$ cat config.mk
export PLATFORM = sky130hd
export DESIGN_NAME = stomp_unit
export DESIGN_NICKNAME = d
export VERILOG_FILES = /design/src/verilog/stomp_pkg.sv /design/src/verilog/branch_recovery.sv /design/src/verilog/front_stomp.sv /design/src/verilog/rob_stomp.sv /design/src/verilog/stomp_unit.sv
export SDC_FILE = /design/constraint.sdc
export NUM_CORES = 1
export LEC_CHECK = 0
export BUFFER_PORTS_ARGS = -buffer_cell sky130_fd_sc_hd__buf_2
export CAP_MARGIN = 30
export CORE_ASPECT_RATIO = 0.7
export CORE_MARGIN = 2
export CORE_UTILIZATION = 55
export CTS_CLUSTER_SIZE = 24
export DETAILED_ROUTE_END_ITERATION = 10
export GPL_ROUTABILITY_DRIVEN = 0
export HOLD_SLACK_MARGIN = 0.02
export PLACE_DENSITY = 0.87
export SYNTH_ARGS = -nofsm -noshare
export SYNTH_HDL_FRONTEND = slang
export SYNTH_SLANG_ARGS = --single-unit
export TNS_END_PERCENT = 50
$ cat constraint.sdc
create_clock -name clk -period 17.5 [get_ports clk]
set_input_delay 3.5 -clock clk [delete_from_list [all_inputs] [get_ports clk]]
set_output_delay 3.5 -clock clk [all_outputs]
set_load 0.05 [all_outputs]
$ cat src/verilog/stomp_pkg.sv
/*
 * Stomp control shared types
 * Holds the address, reorder buffer and miss report types together with
 * the recovery state encoding used by every block of the stomp unit
 */
package stomp_pkg;

	// ==========================================================
	// sizes
	// ==========================================================

	// default reorder buffer depth used by the top level parameter
	localparam int ROB_ENTRIES = 8;

	// fetch, mux, decode and rename make up the in-order front end
	localparam int NUM_STAGES = 4;

	// ==========================================================
	// basic types
	// ==========================================================

	// one instruction address
	typedef logic [31:0] pc_t;

	// index of an entry in the reorder buffer
	typedef logic [2:0] rob_ndx_t;

	// one reorder buffer entry as seen by the squash logic
	// sn grows with program order so a larger sn is a younger instruction
	typedef struct packed {
		logic       v;
		logic [7:0] sn;
		logic [2:0] grp;
		logic [4:0] bno;
		logic       is_br;
	} rob_entry_t;

	// the miss report as it arrives on the handshake
	typedef struct packed {
		pc_t        target;
		rob_ndx_t   id;
		logic [4:0] keep_bno;
		logic       taken;
	} miss_t;

	// ==========================================================
	// recovery states
	// ==========================================================

	// the sequencer walks restore and two done states before going idle
	typedef enum logic [1:0] {
		bs_idle,
		bs_restore,
		bs_done1,
		bs_done2
	} branch_state_t;

endpackage

$ cat src/verilog/branch_recovery.sv
/*
 * Branch recovery sequencer
 * Accepts a miss report over a four-phase req/ack handshake and steps
 * through the checkpoint restore states, holding the report meanwhile
 */
module branch_recovery (
	input  logic                     clk,
	input  logic                     rst,
	input  logic                     miss_req,
	input  stomp_pkg::miss_t         miss,
	output logic                     miss_ack,
	output stomp_pkg::branch_state_t branch_state,
	output stomp_pkg::miss_t         miss_q
);

	// a request is taken only when idle and the previous ack has dropped
	// so a requester that holds req high is not accepted twice
	logic accept;

	assign accept = miss_req && !miss_ack && branch_state == stomp_pkg::bs_idle;

	// ==========================================================
	// restore sequence
	// ==========================================================

	// three cycles of recovery follow every accepted miss
	always_ff @(posedge clk) begin
		if (rst) begin
			branch_state <= stomp_pkg::bs_idle;
		end else begin
			case (branch_state)
				stomp_pkg::bs_idle: begin
					if (accept) begin
						branch_state <= stomp_pkg::bs_restore;
					end
				end
				stomp_pkg::bs_restore: branch_state <= stomp_pkg::bs_done1;
				stomp_pkg::bs_done1:   branch_state <= stomp_pkg::bs_done2;
				default:               branch_state <= stomp_pkg::bs_idle;
			endcase
		end
	end

	// ==========================================================
	// handshake
	// ==========================================================

	// ack rises with the accept and falls once req is seen low
	always_ff @(posedge clk) begin
		if (rst) begin
			miss_ack <= 1'b0;
		end else if (accept) begin
			miss_ack <= 1'b1;
		end else if (!miss_req) begin
			miss_ack <= 1'b0;
		end
	end

	// the report stays put for the whole recovery
	always_ff @(posedge clk) begin
		if (accept) begin
			miss_q <= miss;
		end
	end

	// an ack may only appear as the answer to a request seen while idle
	ack_from_idle_a: assert property (@(posedge clk) disable iff (rst)
		$rose(miss_ack) |-> $past(branch_state) == stomp_pkg::bs_idle)
		else $error("miss_ack rose outside bs_idle");

	// recovery always enters through the restore state
	idle_exit_a: assert property (@(posedge clk) disable iff (rst)
		branch_state == stomp_pkg::bs_idle |=>
			branch_state inside {stomp_pkg::bs_idle, stomp_pkg::bs_restore})
		else $error("branch_state left bs_idle for a state other than bs_restore");

endmodule

$ cat src/verilog/front_stomp.sv
/*
 * Front-end stomp waterfall
 * Marks fetch, mux, decode and rename as stomped after a branch miss and
 * releases each stage once the corrected target PC reaches it
 */
module front_stomp (
	input  logic                     clk,
	input  logic                     rst,
	input  logic                     advance,
	input  stomp_pkg::branch_state_t branch_state,
	input  stomp_pkg::miss_t         miss_q,
	input  stomp_pkg::pc_t           pc_fet,
	input  stomp_pkg::pc_t           pc_mux,
	input  stomp_pkg::pc_t           pc_dec,
	input  stomp_pkg::pc_t           pc_ren,
	output logic                     stomp_fet,
	output logic                     stomp_mux,
	output logic                     stomp_dec,
	output logic                     stomp_ren
);

	// stage order in every vector below is fetch at bit 0 up to rename
	stomp_pkg::pc_t [stomp_pkg::NUM_STAGES-1:0] stage_pc;
	stomp_pkg::pc_t [stomp_pkg::NUM_STAGES-1:0] tgt_pc;
	logic [stomp_pkg::NUM_STAGES-1:0] tgt_v;
	logic [stomp_pkg::NUM_STAGES-1:0] flag;
	logic [stomp_pkg::NUM_STAGES-1:0] stomp;
	logic active;
	logic active_q;
	logic stomp_start;

	assign stage_pc = {pc_ren, pc_dec, pc_mux, pc_fet};

	// ==========================================================
	// start of recovery
	// ==========================================================

	// any state other than idle means the front end holds wrong-path work
	assign active = branch_state != stomp_pkg::bs_idle;

	// the edge is not gated by advance so a stall cannot delay the squash
	always_ff @(posedge clk) begin
		if (rst) begin
			active_q <= 1'b0;
		end else begin
			active_q <= active;
		end
	end

	assign stomp_start = active && !active_q;

	// ==========================================================
	// stomp outputs
	// ==========================================================

	// a stage is released when its PC matches the target in its chain slot
	always_comb begin
		for (int i = 0; i < stomp_pkg::NUM_STAGES; i++) begin
			stomp[i] = stomp_start || (flag[i] && !(tgt_v[i] && stage_pc[i] == tgt_pc[i]));
		end
	end

	assign stomp_fet = stomp[0];
	assign stomp_mux = stomp[1];
	assign stomp_dec = stomp[2];
	assign stomp_ren = stomp[3];

	// ==========================================================
	// flags and target chain
	// ==========================================================

	// at power-up the empty pipeline counts as invalid so every flag is set
	// each advance hands a stage the stomp state of the stage before it
	// and the fetch stage always starts clean with freshly fetched work
	always_ff @(posedge clk) begin
		if (rst) begin
			flag  <= '1;
			tgt_v <= '0;
		end else if (stomp_start) begin
			flag  <= '1;
			tgt_v <= {{(stomp_pkg::NUM_STAGES-1){1'b0}}, 1'b1};
		end else if (advance) begin
			flag  <= {stomp[stomp_pkg::NUM_STAGES-2:0], 1'b0};
			tgt_v <= {tgt_v[stomp_pkg::NUM_STAGES-2:0], 1'b0};
		end
	end

	// the corrected target walks down the pipe alongside the instructions
	always_ff @(posedge clk) begin
		if (stomp_start) begin
			tgt_pc[0] <= miss_q.target;
		end else if (advance) begin
			tgt_pc[stomp_pkg::NUM_STAGES-1:1] <= tgt_pc[stomp_pkg::NUM_STAGES-2:0];
		end
	end

	// a stall has to freeze the whole waterfall
	stall_hold_a: assert property (@(posedge clk) disable iff (rst)
		(!advance && !stomp_start) |=> ($stable(tgt_v) && $stable(flag)))
		else $error("stomp chain shifted while advance was low");

endmodule

$ cat src/verilog/rob_stomp.sv
/*
 * Reorder buffer squash bitmap
 * Computes one registered stomp bit per ROB entry during recovery, with
 * same-group entries optionally kept for copy-target backout
 */
module rob_stomp #(
	parameter int rob_entries     = stomp_pkg::ROB_ENTRIES,
	parameter bit support_backout = 1'b1
) (
	input  logic                                   clk,
	input  logic                                   rst,
	input  stomp_pkg::branch_state_t               branch_state,
	input  stomp_pkg::miss_t                       miss_q,
	input  stomp_pkg::rob_entry_t [rob_entries-1:0] rob,
	output logic [rob_entries-1:0]                 rob_stomp_map
);

	// the entry of the mispredicted branch itself
	stomp_pkg::rob_entry_t br;
	logic active;
	logic backout;
	logic [rob_entries-1:0] map_d;

	assign br = rob[miss_q.id];

	// squashing runs only through the first two recovery states
	assign active = branch_state inside {stomp_pkg::bs_restore, stomp_pkg::bs_done1};

	// a not-taken branch keeps its group mates even without backout
	// because they are the correct fall-through path
	assign backout = support_backout || (!miss_q.taken && br.is_br);

	// ==========================================================
	// per-entry rule
	// ==========================================================

	// younger valid entries on another branch number are squashed
	// entries tagged with keep_bno belong to the surviving path
	// a younger entry in the branch's own fetch group is spared when
	// backout applies so its target mappings can be turned into copies
	always_comb begin
		for (int i = 0; i < rob_entries; i++) begin
			map_d[i] = active
				&& rob[i].v
				&& rob[i].sn > br.sn
				&& rob[i].bno != miss_q.keep_bno
				&& !(backout && rob[i].grp == br.grp);
		end
	end

	// the bitmap fans out widely so it leaves from a register
	always_ff @(posedge clk) begin
		if (rst) begin
			rob_stomp_map <= '0;
		end else begin
			rob_stomp_map <= map_d;
		end
	end

	// nothing may be squashed once the sequencer is back to idle
	idle_clear_a: assert property (@(posedge clk) disable iff (rst)
		branch_state == stomp_pkg::bs_idle |=> rob_stomp_map == '0)
		else $error("ROB stomp bitmap set after bs_idle");

endmodule

$ cat src/verilog/stomp_unit.sv
/*
 * Stomp unit top level
 * Joins the miss handshake and recovery sequencer with the front-end
 * stomp waterfall and the reorder buffer squash bitmap
 */
module stomp_unit #(
	parameter int rob_entries     = stomp_pkg::ROB_ENTRIES,
	parameter bit support_backout = 1'b1
) (
	input  logic                                   clk,
	input  logic                                   rst,
	input  logic                                   miss_req,
	input  stomp_pkg::miss_t                       miss,
	output logic                                   miss_ack,
	input  logic                                   advance,
	input  stomp_pkg::pc_t                         pc_fet,
	input  stomp_pkg::pc_t                         pc_mux,
	input  stomp_pkg::pc_t                         pc_dec,
	input  stomp_pkg::pc_t                         pc_ren,
	input  stomp_pkg::rob_entry_t [rob_entries-1:0] rob,
	output logic                                   stomp_fet,
	output logic                                   stomp_mux,
	output logic                                   stomp_dec,
	output logic                                   stomp_ren,
	output logic [rob_entries-1:0]                 rob_stomp_map
);

	// recovery state and the held miss report feed both squash blocks
	stomp_pkg::branch_state_t branch_state;
	stomp_pkg::miss_t miss_q;

	branch_recovery recovery_i (
		.clk          (clk),
		.rst          (rst),
		.miss_req     (miss_req),
		.miss         (miss),
		.miss_ack     (miss_ack),
		.branch_state (branch_state),
		.miss_q       (miss_q)
	);

	front_stomp front_i (
		.clk          (clk),
		.rst          (rst),
		.advance      (advance),
		.branch_state (branch_state),
		.miss_q       (miss_q),
		.pc_fet       (pc_fet),
		.pc_mux       (pc_mux),
		.pc_dec       (pc_dec),
		.pc_ren       (pc_ren),
		.stomp_fet    (stomp_fet),
		.stomp_mux    (stomp_mux),
		.stomp_dec    (stomp_dec),
		.stomp_ren    (stomp_ren)
	);

	rob_stomp #(
		.rob_entries     (rob_entries),
		.support_backout (support_backout)
	) rob_i (
		.clk           (clk),
		.rst           (rst),
		.branch_state  (branch_state),
		.miss_q        (miss_q),
		.rob           (rob),
		.rob_stomp_map (rob_stomp_map)
	);

endmodule

==> results of run 1 <==
==> kinds of logic after synthesis <==
kind of cell / Yosys count
buffers and inverters: 28
flip-flops: 188
AND/OR/NAND/NOR: 140
AO/OA/AOI/OAI: 80
adder cells (fa/ha/maj): 66
multiplexers: 35
XOR/XNOR: 192
==> placed cells by master, fill, tap and decap left out, drive strengths merged <==
cell type / netlist / routed
buf: 5 / 329
edfxtp: 168 / 168
xor2: 154 / 154
ha: 66 / 66
xnor2: 38 / 38
nor4: 28 / 28
nor2: 25 / 25
nand3: 24 / 24
mux4: 22 / 22
inv: 14 / 22
a21oi: 21 / 21
dfxtp: 20 / 20
nor3: 18 / 18
nand2: 18 / 18
clkbuf: 9 / 17
mux2i: 13 / 13
o21ai: 12 / 12
nor2b: 10 / 10
o31ai: 10 / 10
diode: 0 / 8
o21a: 8 / 8
a21o: 7 / 7
a211o: 7 / 7
a31oi: 6 / 6
clkinv: 0 / 6
and2: 4 / 4
o311ai: 4 / 4
nand4: 4 / 4
and3b: 3 / 3
o211ai: 3 / 3
a311oi: 1 / 1
or2: 1 / 1
nand2b: 1 / 1
nor3b: 1 / 1
and3: 1 / 1
and4: 1 / 1
nand3b: 1 / 1
o31a: 1 / 1
clkinvlp: 0 / 1
==> power groups by stage <==
| stage | clock [mW] | combinational, mW | sequential, mW |
|---|---|---|---|
| after global placement | 0 | 0.514 | 0.823 |
| final | 0.391 | 0.548 | 0.826 |
| after CTS | 0.398 | 0.544 | 0.824 |
| after detailed placement | 0 | 0.541 | 0.834 |
| after floorplan | 0 | 0.375 | 0.791 |
| after global routing | 0.415 | 0.603 | 0.840 |
==> metal layers <==
metal | vias up | global-route usage (%) | share of wire (%)
li1 | 3424 | - | -
met1 | 3513 | 39.2 | 43
met2 | 387 | 43.7 | 45
met3 | 72 | 7.65 | 8.9
met4 | 0 | 10.8 | 3.5
met5 | - | 0 | 0
==> critical path, stage by stage <==
cell,delay (ps)
buf_2,100
xor2_1,150
nor4_1,540
nand4_1,280
o31ai_1,600
nand2_1,100
buf_2,230
==> through the flow <==
step	total power, mW	hold WS (ps)
2_1_floorplan	1.17	400
3_3_place_gp	1.34	401
3_5_place_dp	1.37	405
4_1_cts	1.77	416
5_1_grt	1.86	419
6_report	1.77	416
==> Yosys cell counts (all sizes together) (4+ instances only) <==
| cell type | n | area share [%] |
|---|---|---|
| a211o | 7 | 0.61 |
| o21ai | 12 | 0.60 |
| o311ai | 4 | 0.35 |
| nor4 | 28 | 1.8 |
| a31oi | 6 | 0.38 |
| buf | 5 | 0.31 |
| nand3 | 24 | 1.2 |
| nand2 | 18 | 0.68 |
| clkbuf | 9 | 0.34 |
| nor3 | 18 | 0.90 |
| ha | 66 | 8.3 |
| a21oi | 21 | 1.1 |
| mux2i | 13 | 1.7 |
| mux4 | 22 | 5.1 |
| inv | 14 | 0.53 |
| o31ai | 10 | 0.75 |
| and2 | 4 | 0.25 |
| nor2 | 25 | 0.94 |
| o21a | 8 | 0.60 |
| a21o | 7 | 0.53 |
| dfxtp | 20 | 4.0 |
| xnor2 | 38 | 3.3 |
| edfxtp | 168 | 50 |
| xor2 | 154 | 13 |
| nor2b | 10 | 0.63 |
| nand4 | 4 | 0.25 |
==> registers in the layout, indices dropped and copies added, names as in the netlist <==
signal	flops
front_i.tgt_pc	128
recovery_i.miss_q	40
rob_i.rob_stomp_map	8
front_i.flag	4
front_i.tgt_v	4
recovery_i.branch_state	2
front_i.active_q	1
recovery_i.miss_ack	1
==> area by class of cell <==
class	count	area [um^2]	share of cell area, %
Antenna cell	8	20.0	0.159
Clock buffer	17	425	3.38
Clock inverter	15	190	1.51
Inverter	14	52.6	0.418
Multi-Input combinational cell	513	4460	35.5
Sequential cell	188	5450	43.3
Tap cell	236	295	2.35
Timing Repair Buffer	329	1690	13.4
==> final timing paths <==
check,startpoint,to,slack [ps],cells after the start
worst max-delay path,pc_mux[21],stomp_mux,8490,7
worst min-delay path,recovery_i.miss_q[39],front_i.tgt_pc[30],420,0
worst max register to register,recovery_i.miss_q[6],rob_i.rob_stomp_map[0],13670,9
worst min register to register,recovery_i.miss_q[39],front_i.tgt_pc[30],420,0
==> impl_results.md, run 1 <==
* Power Dens Cells at 140 nW/um^2
* Leakage at 5.30 nW
* Clk sinks at 188
* Post-synthesis compound-gate area fraction at 5.26%
* Congestion Overflow GR at 0
* Iter 0 DRT Violations at 553
* Max-slew violations at 0
* First-pass GRT wire length at 39500 um
* Vias at 7396
* RSZ-0062 raised after global routing: false
* Post-Syn Area at 10000 um^2
* Area post-placement at 11900 um^2
* Pre-Repair DR Iteration Count at 5
* Chip height at 117 um
* Ys async rst share at 0%
* Vias per inst at 5.60
* FMAX at 111 MHz
* Distinct cells, synth at 39
* I/O pin total at 330
* Drt drc at 0
* Port-buffer cells at 320
* Total Wirelength at 27700 um
* Worst-skew pair later-pin latency at 430 ps
* Clk pwr share at 22.1%
* Post-route insts no fill at 1320
* XOR/XNOR Fraction of Synth Area at 16.8%
* Sw Share at 35.8%
* Antenna violations before repair at 8
* Crit Path Class: in -> out
* Sequential share of power at 46.8%
* Synth Instances at 729
* Max H-tree Level at 4
* Num rows at 41
* Peak supply drop at 0.0000899 V
* Layout Utilization at 70.2%
* Period utilization at 51.5%
* Max Cap Violations at 0
* Count of final setup violators at 0
* Post-synthesis mux area share at 6.81%
* Warnings, synthesis at 0
* Critical Path AT at 5510 ps
* Adder-Cell Fraction of Synth Area at 8.25%
* Net count after synthesis at 1112
* Hold WC Path Type: reg -> reg
* Pre-CTS setup slack at 8570 ps
* CTS max path bufs at 2
* Mean Syn Cell Area at 13.7 um^2
* CTS resizes at 0
* Initial core utilization at 55.9%
* Fin. Hold Viols at 0
* Crit path required time at 14000 ps
* Post CTS Setup Buffer Count at 0
* Clock-pin slew on the worst setup and hold paths at 80 ps
* Placeable Area at 17900 um^2
* Setup ws final at 8490 ps
* EDFF count, synth at 168
* Synth Area in Simple Gates at 7.28%
* Post-synthesis register bit count at 188
* Die width at 165 um
* Clock Skew at 15.3 ps
* Combinational power share at 31.1%
* Sw power at 0.631 mW
* CP startpoint kind: input port
* Detailed Place HPWL at 22700 um
* Hold buffers post-CTS at 0
* Main combinational cell family by area after synthesis: XOR/XNOR gates
* Endpoint class of the critical path: output port
* Run status: complete, no violations
* Ys flop type: edfxtp_1
* Layout cell share with drive strength beyond 1 at 35.7%
* Pin count of the biggest net entering global routing at 81
* Layout net count at 1446
* FILL cells at 1236
* Post-route cell area at 12600 um^2
* Total negative slack at 0 ps
* Actual slew at the worst max-slew pin at 1040 ps
* CTS tree: done
* Remaining antenna violation count after routing at 0
* CTS root buffer: clkbuf_16
* Worst-path fanout max at 2
* Register area share after synthesis at 54.4%
* Vias in the first global route at 7215
* CTS Buf Count at 17
* Gr usage total at 28.4%
* Cell Int Power at 1.13 mW
* Minimum clock period at 9010 ps
* P&R area growth vs syn at 25.7%
* Die area at 19300 um^2
* Relative slew slack at 28.7%
* Wirelength per Cell at 21.0 um
* Placed cell count at 1280
(Power assumes the default switching activity.)
==> run 2: changes to the inputs <==
--- a/config.mk
+++ b/config.mk
@@ -5,16 +5,17 @@
 export SDC_FILE = /design/constraint.sdc
 export NUM_CORES = 1
 export LEC_CHECK = 0
+export ABC_AREA = 1
 export BUFFER_PORTS_ARGS = -buffer_cell sky130_fd_sc_hd__buf_2
 export CAP_MARGIN = 30
 export CORE_ASPECT_RATIO = 0.7
 export CORE_MARGIN = 2
-export CORE_UTILIZATION = 55
+export CORE_UTILIZATION = 53
 export CTS_CLUSTER_SIZE = 24
 export DETAILED_ROUTE_END_ITERATION = 10
 export GPL_ROUTABILITY_DRIVEN = 0
 export HOLD_SLACK_MARGIN = 0.02
-export PLACE_DENSITY = 0.87
+export PLACE_DENSITY = 0.83
 export SYNTH_ARGS = -nofsm -noshare
 export SYNTH_HDL_FRONTEND = slang
 export SYNTH_SLANG_ARGS = --single-unit
==> constraint.sdc (replaced) <==
create_clock -name clk -period 9.2 [get_ports clk]
set_input_delay 1.84 -clock clk [delete_from_list [all_inputs] [get_ports clk]]
set_output_delay 1.84 -clock clk [all_outputs]
set_load 0.05 [all_outputs]
==> impl_results.md, run 2 <==
* Power Dens Cells at 250 nW/um^2
* Total negative slack at 0 ps
* Max Cap Violations at 0
* Gr usage total at 26.9%
* Layout net count at 1916
* Antenna violations before repair at 11
* Detailed Place HPWL at 24200 um
* CP cell instances: buf_2, inv_1, nand2_1, nand2_1, nor2_1, nand2_1, nor2_1, nand2_1, nor2_1, nand2_1, nand2_1, nand2_1, buf_2
* Minimum clock period at 4850 ps
* Crit path buffers/inverters at 3
* Ys async rst share at 0%
* Warnings, synthesis at 0
* Clk sinks at 188
* Ys flop type: edfxtp_1
* Chip height at 124 um
* Endpoint class of the critical path: output port
* Iter 0 DRT Violations at 708
* Run status: complete, no violations
* Largest reg by FF count: front_i.tgt_pc
* Pre-CTS setup slack at 4320 ps
* CP startpoint kind: input port
* Max-slew violations at 0
* Congestion Overflow GR at 0
* Commonest cells in the netlist: nand2_1, inv_1, edfxtp_1
* Leakage at 6.38 nW
* Setup ws final at 4350 ps
* CTS Buf Count at 17
* Commonest non-fill, non-tap cell in the layout: buf_2
* Hold buffers post-CTS at 0
* Port-buffer cells at 320
* CTS max path bufs at 2
* Die width at 175 um
* Register area share after synthesis at 49.9%
* Pin count of the biggest net entering global routing at 65
* I/O pin total at 330
* Peak supply drop at 0.000146 V
* RSZ-0062 raised after global routing: false
* Initial core utilization at 54.5%
* Vias per inst at 5.21
* Vias in the first global route at 9031
* Total Wirelength at 29700 um
* Count of final setup violators at 0
* Clock Skew at 11.1 ps
* Critical Path AT at 3010 ps
* Crit path required time at 7360 ps
* Distinct cells, synth at 38
* Relative slew slack at 39.9%
* Post-Syn Area at 10900 um^2
* Post-synthesis register bit count at 188
* Share of the synthesized area in the top cell type at 46.3%
* Max H-tree Level at 4
* EDFF count, synth at 168
* Most common cell in the netlist: nand2_1
* Dominant cells by area after synthesis: edfxtp_1, nand2_1, ha_1
* Post CTS Setup Buffer Count at 0
* Worst-skew pair later-pin latency at 430 ps
* CTS root buffer: clkbuf_16
* Hold WC Path Type: reg -> reg
* Worst-path fanout max at 2
* Leading area contributor after synthesis: edfxtp_1
* Highest cell delay on the worst timing path at 240 ps
* Pre-Repair DR Iteration Count at 6
* Commonest non-fill, non-tap cells in the layout: buf_2, nand2_1, inv_1, edfxtp_1, nor2_1
* Vias at 9499
* CP startpoint: pc_fet[28]
* Start of the worst register-to-register path: recovery_i.miss_q[7]
* CTS tree: done
* Critical path's top delay family: simple AND/OR/NAND/NOR gates
* Mean Syn Cell Area at 9.01 um^2
* Fin. Hold Viols at 0
* Worst path most repeated cell: nand2_1
* Max reg flops at 128
* P&R area growth vs syn at 22.8%
* Layout cell share with drive strength beyond 1 at 24.6%
* Crit Path Class: in -> out
* FMAX at 206 MHz
* Wirelength per Cell at 16.3 um
* Synth Instances at 1210
* Largest registers: front_i.tgt_pc (128), recovery_i.miss_q (40), rob_i.rob_stomp_map (8)
* Net count after synthesis at 1593
* Clock-pin slew on the worst setup and hold paths at 70 ps
* Die area at 21800 um^2
* Actual slew at the worst max-slew pin at 899 ps
* HP Start: recovery_i.miss_q[21]
* Placeable Area at 20000 um^2
* First-pass GRT wire length at 44400 um
* Remaining antenna violation count after routing at 0
* Num rows at 43
* Drt drc at 0
* Slowest cell on the critical path: buf_2
* CTS resizes at 0
* Period utilization at 52.8%
run 2: cell count changes in the layout (fill, tap and decap cells not counted), moves of 14 or more:
cell | before | now
o21ai_0 | 12 | 54
nand2_1 | 18 | 253
xor2_1 | 154 | 41
inv_1 | 14 | 188
o21ai_1 | 0 | 19
nor2_1 | 23 | 126
a21oi_1 | 21 | 54
xnor2_1 | 38 | 57
nand3_1 | 24 | 38
nor4_1 | 28 | 1
mux4_2 | 17 | 0
nand4_1 | 4 | 41
run 2: stage by stage:
step	total power, mW	hold WS (ps)	instances	area, um^2	utilization [%]
after global routing	3.56	429	1822	13400	66.8
final	3.35	421	1824	13400	66.9
after detailed placement	2.63	405	1783	12800	63.9
after floorplan	2.27	400	1210	10900	-
after global placement	2.56	401	1783	12800	63.9
after CTS	3.35	421	1815	13400	66.7
run 2: area by class of cell:
cell class	count	area (um^2)
diodes	8	20.0
clock buffers	17	425
clock inverters	15	154
fillers	1605	6630
inverters	191	719
multi-input cells	810	4650
flip-flops and latches	188	5450
well taps	270	338
repair buffers	325	1640
run 2: routing by layer:
metal | vias to the layer above | wire length [um] | GRT usage (%) | part of all wire (%)
met5 | - | 13 | 0 | 0.044
met4 | 2 | 1110 | 11.5 | 3.7
met3 | 96 | 2790 | 5.98 | 9.4
met2 | 477 | 13600 | 44.3 | 46
met1 | 4255 | 12200 | 34.8 | 41
li1 | 4669 | - | - | -
run 2: final timing paths:
kind                            slack [ps]  cells after the start                     end
worst min register to register         420                      0      front_i.tgt_pc[12]
worst min-delay path                   420                      0      front_i.tgt_pc[12]
worst max register to register        5400                     12  rob_i.rob_stomp_map[1]
worst max-delay path                  4350                     13               stomp_fet
run 2: power breakdown:
part	total [mW]	internal [mW]	switching [mW]
Sequential	1.53	1.33	0.209
Combinational	1.10	0.408	0.690
Clock	0.714	0.383	0.331
run 2: logic make-up (layout without fill, tap and decap cells):
kind of cell,after synthesis,in the layout,synth area share (%)
DFF,188,188,49.9
xor gates and xnor gates,98,98,7.87
buffers and inverters,212,548,7.63
adders and majority gates,66,66,7.57
other,0,8,0
AOI/OAI and AO/OA,156,156,7.84
and+or+nand+nor,490,490,19.1
run 2: worst register-to-register path, stage by stage, from the launching register on:
cell and delay (ps):
edfxtp_1 840, inv_2 390, o21ai_0 190, o22ai_1 130, o21ai_1 660, ha_1 370
nand2_1 80, inv_1 40, nand4_1 70, nand3_1 70, nor3_1 660, nand2_1 160
inv_1 80
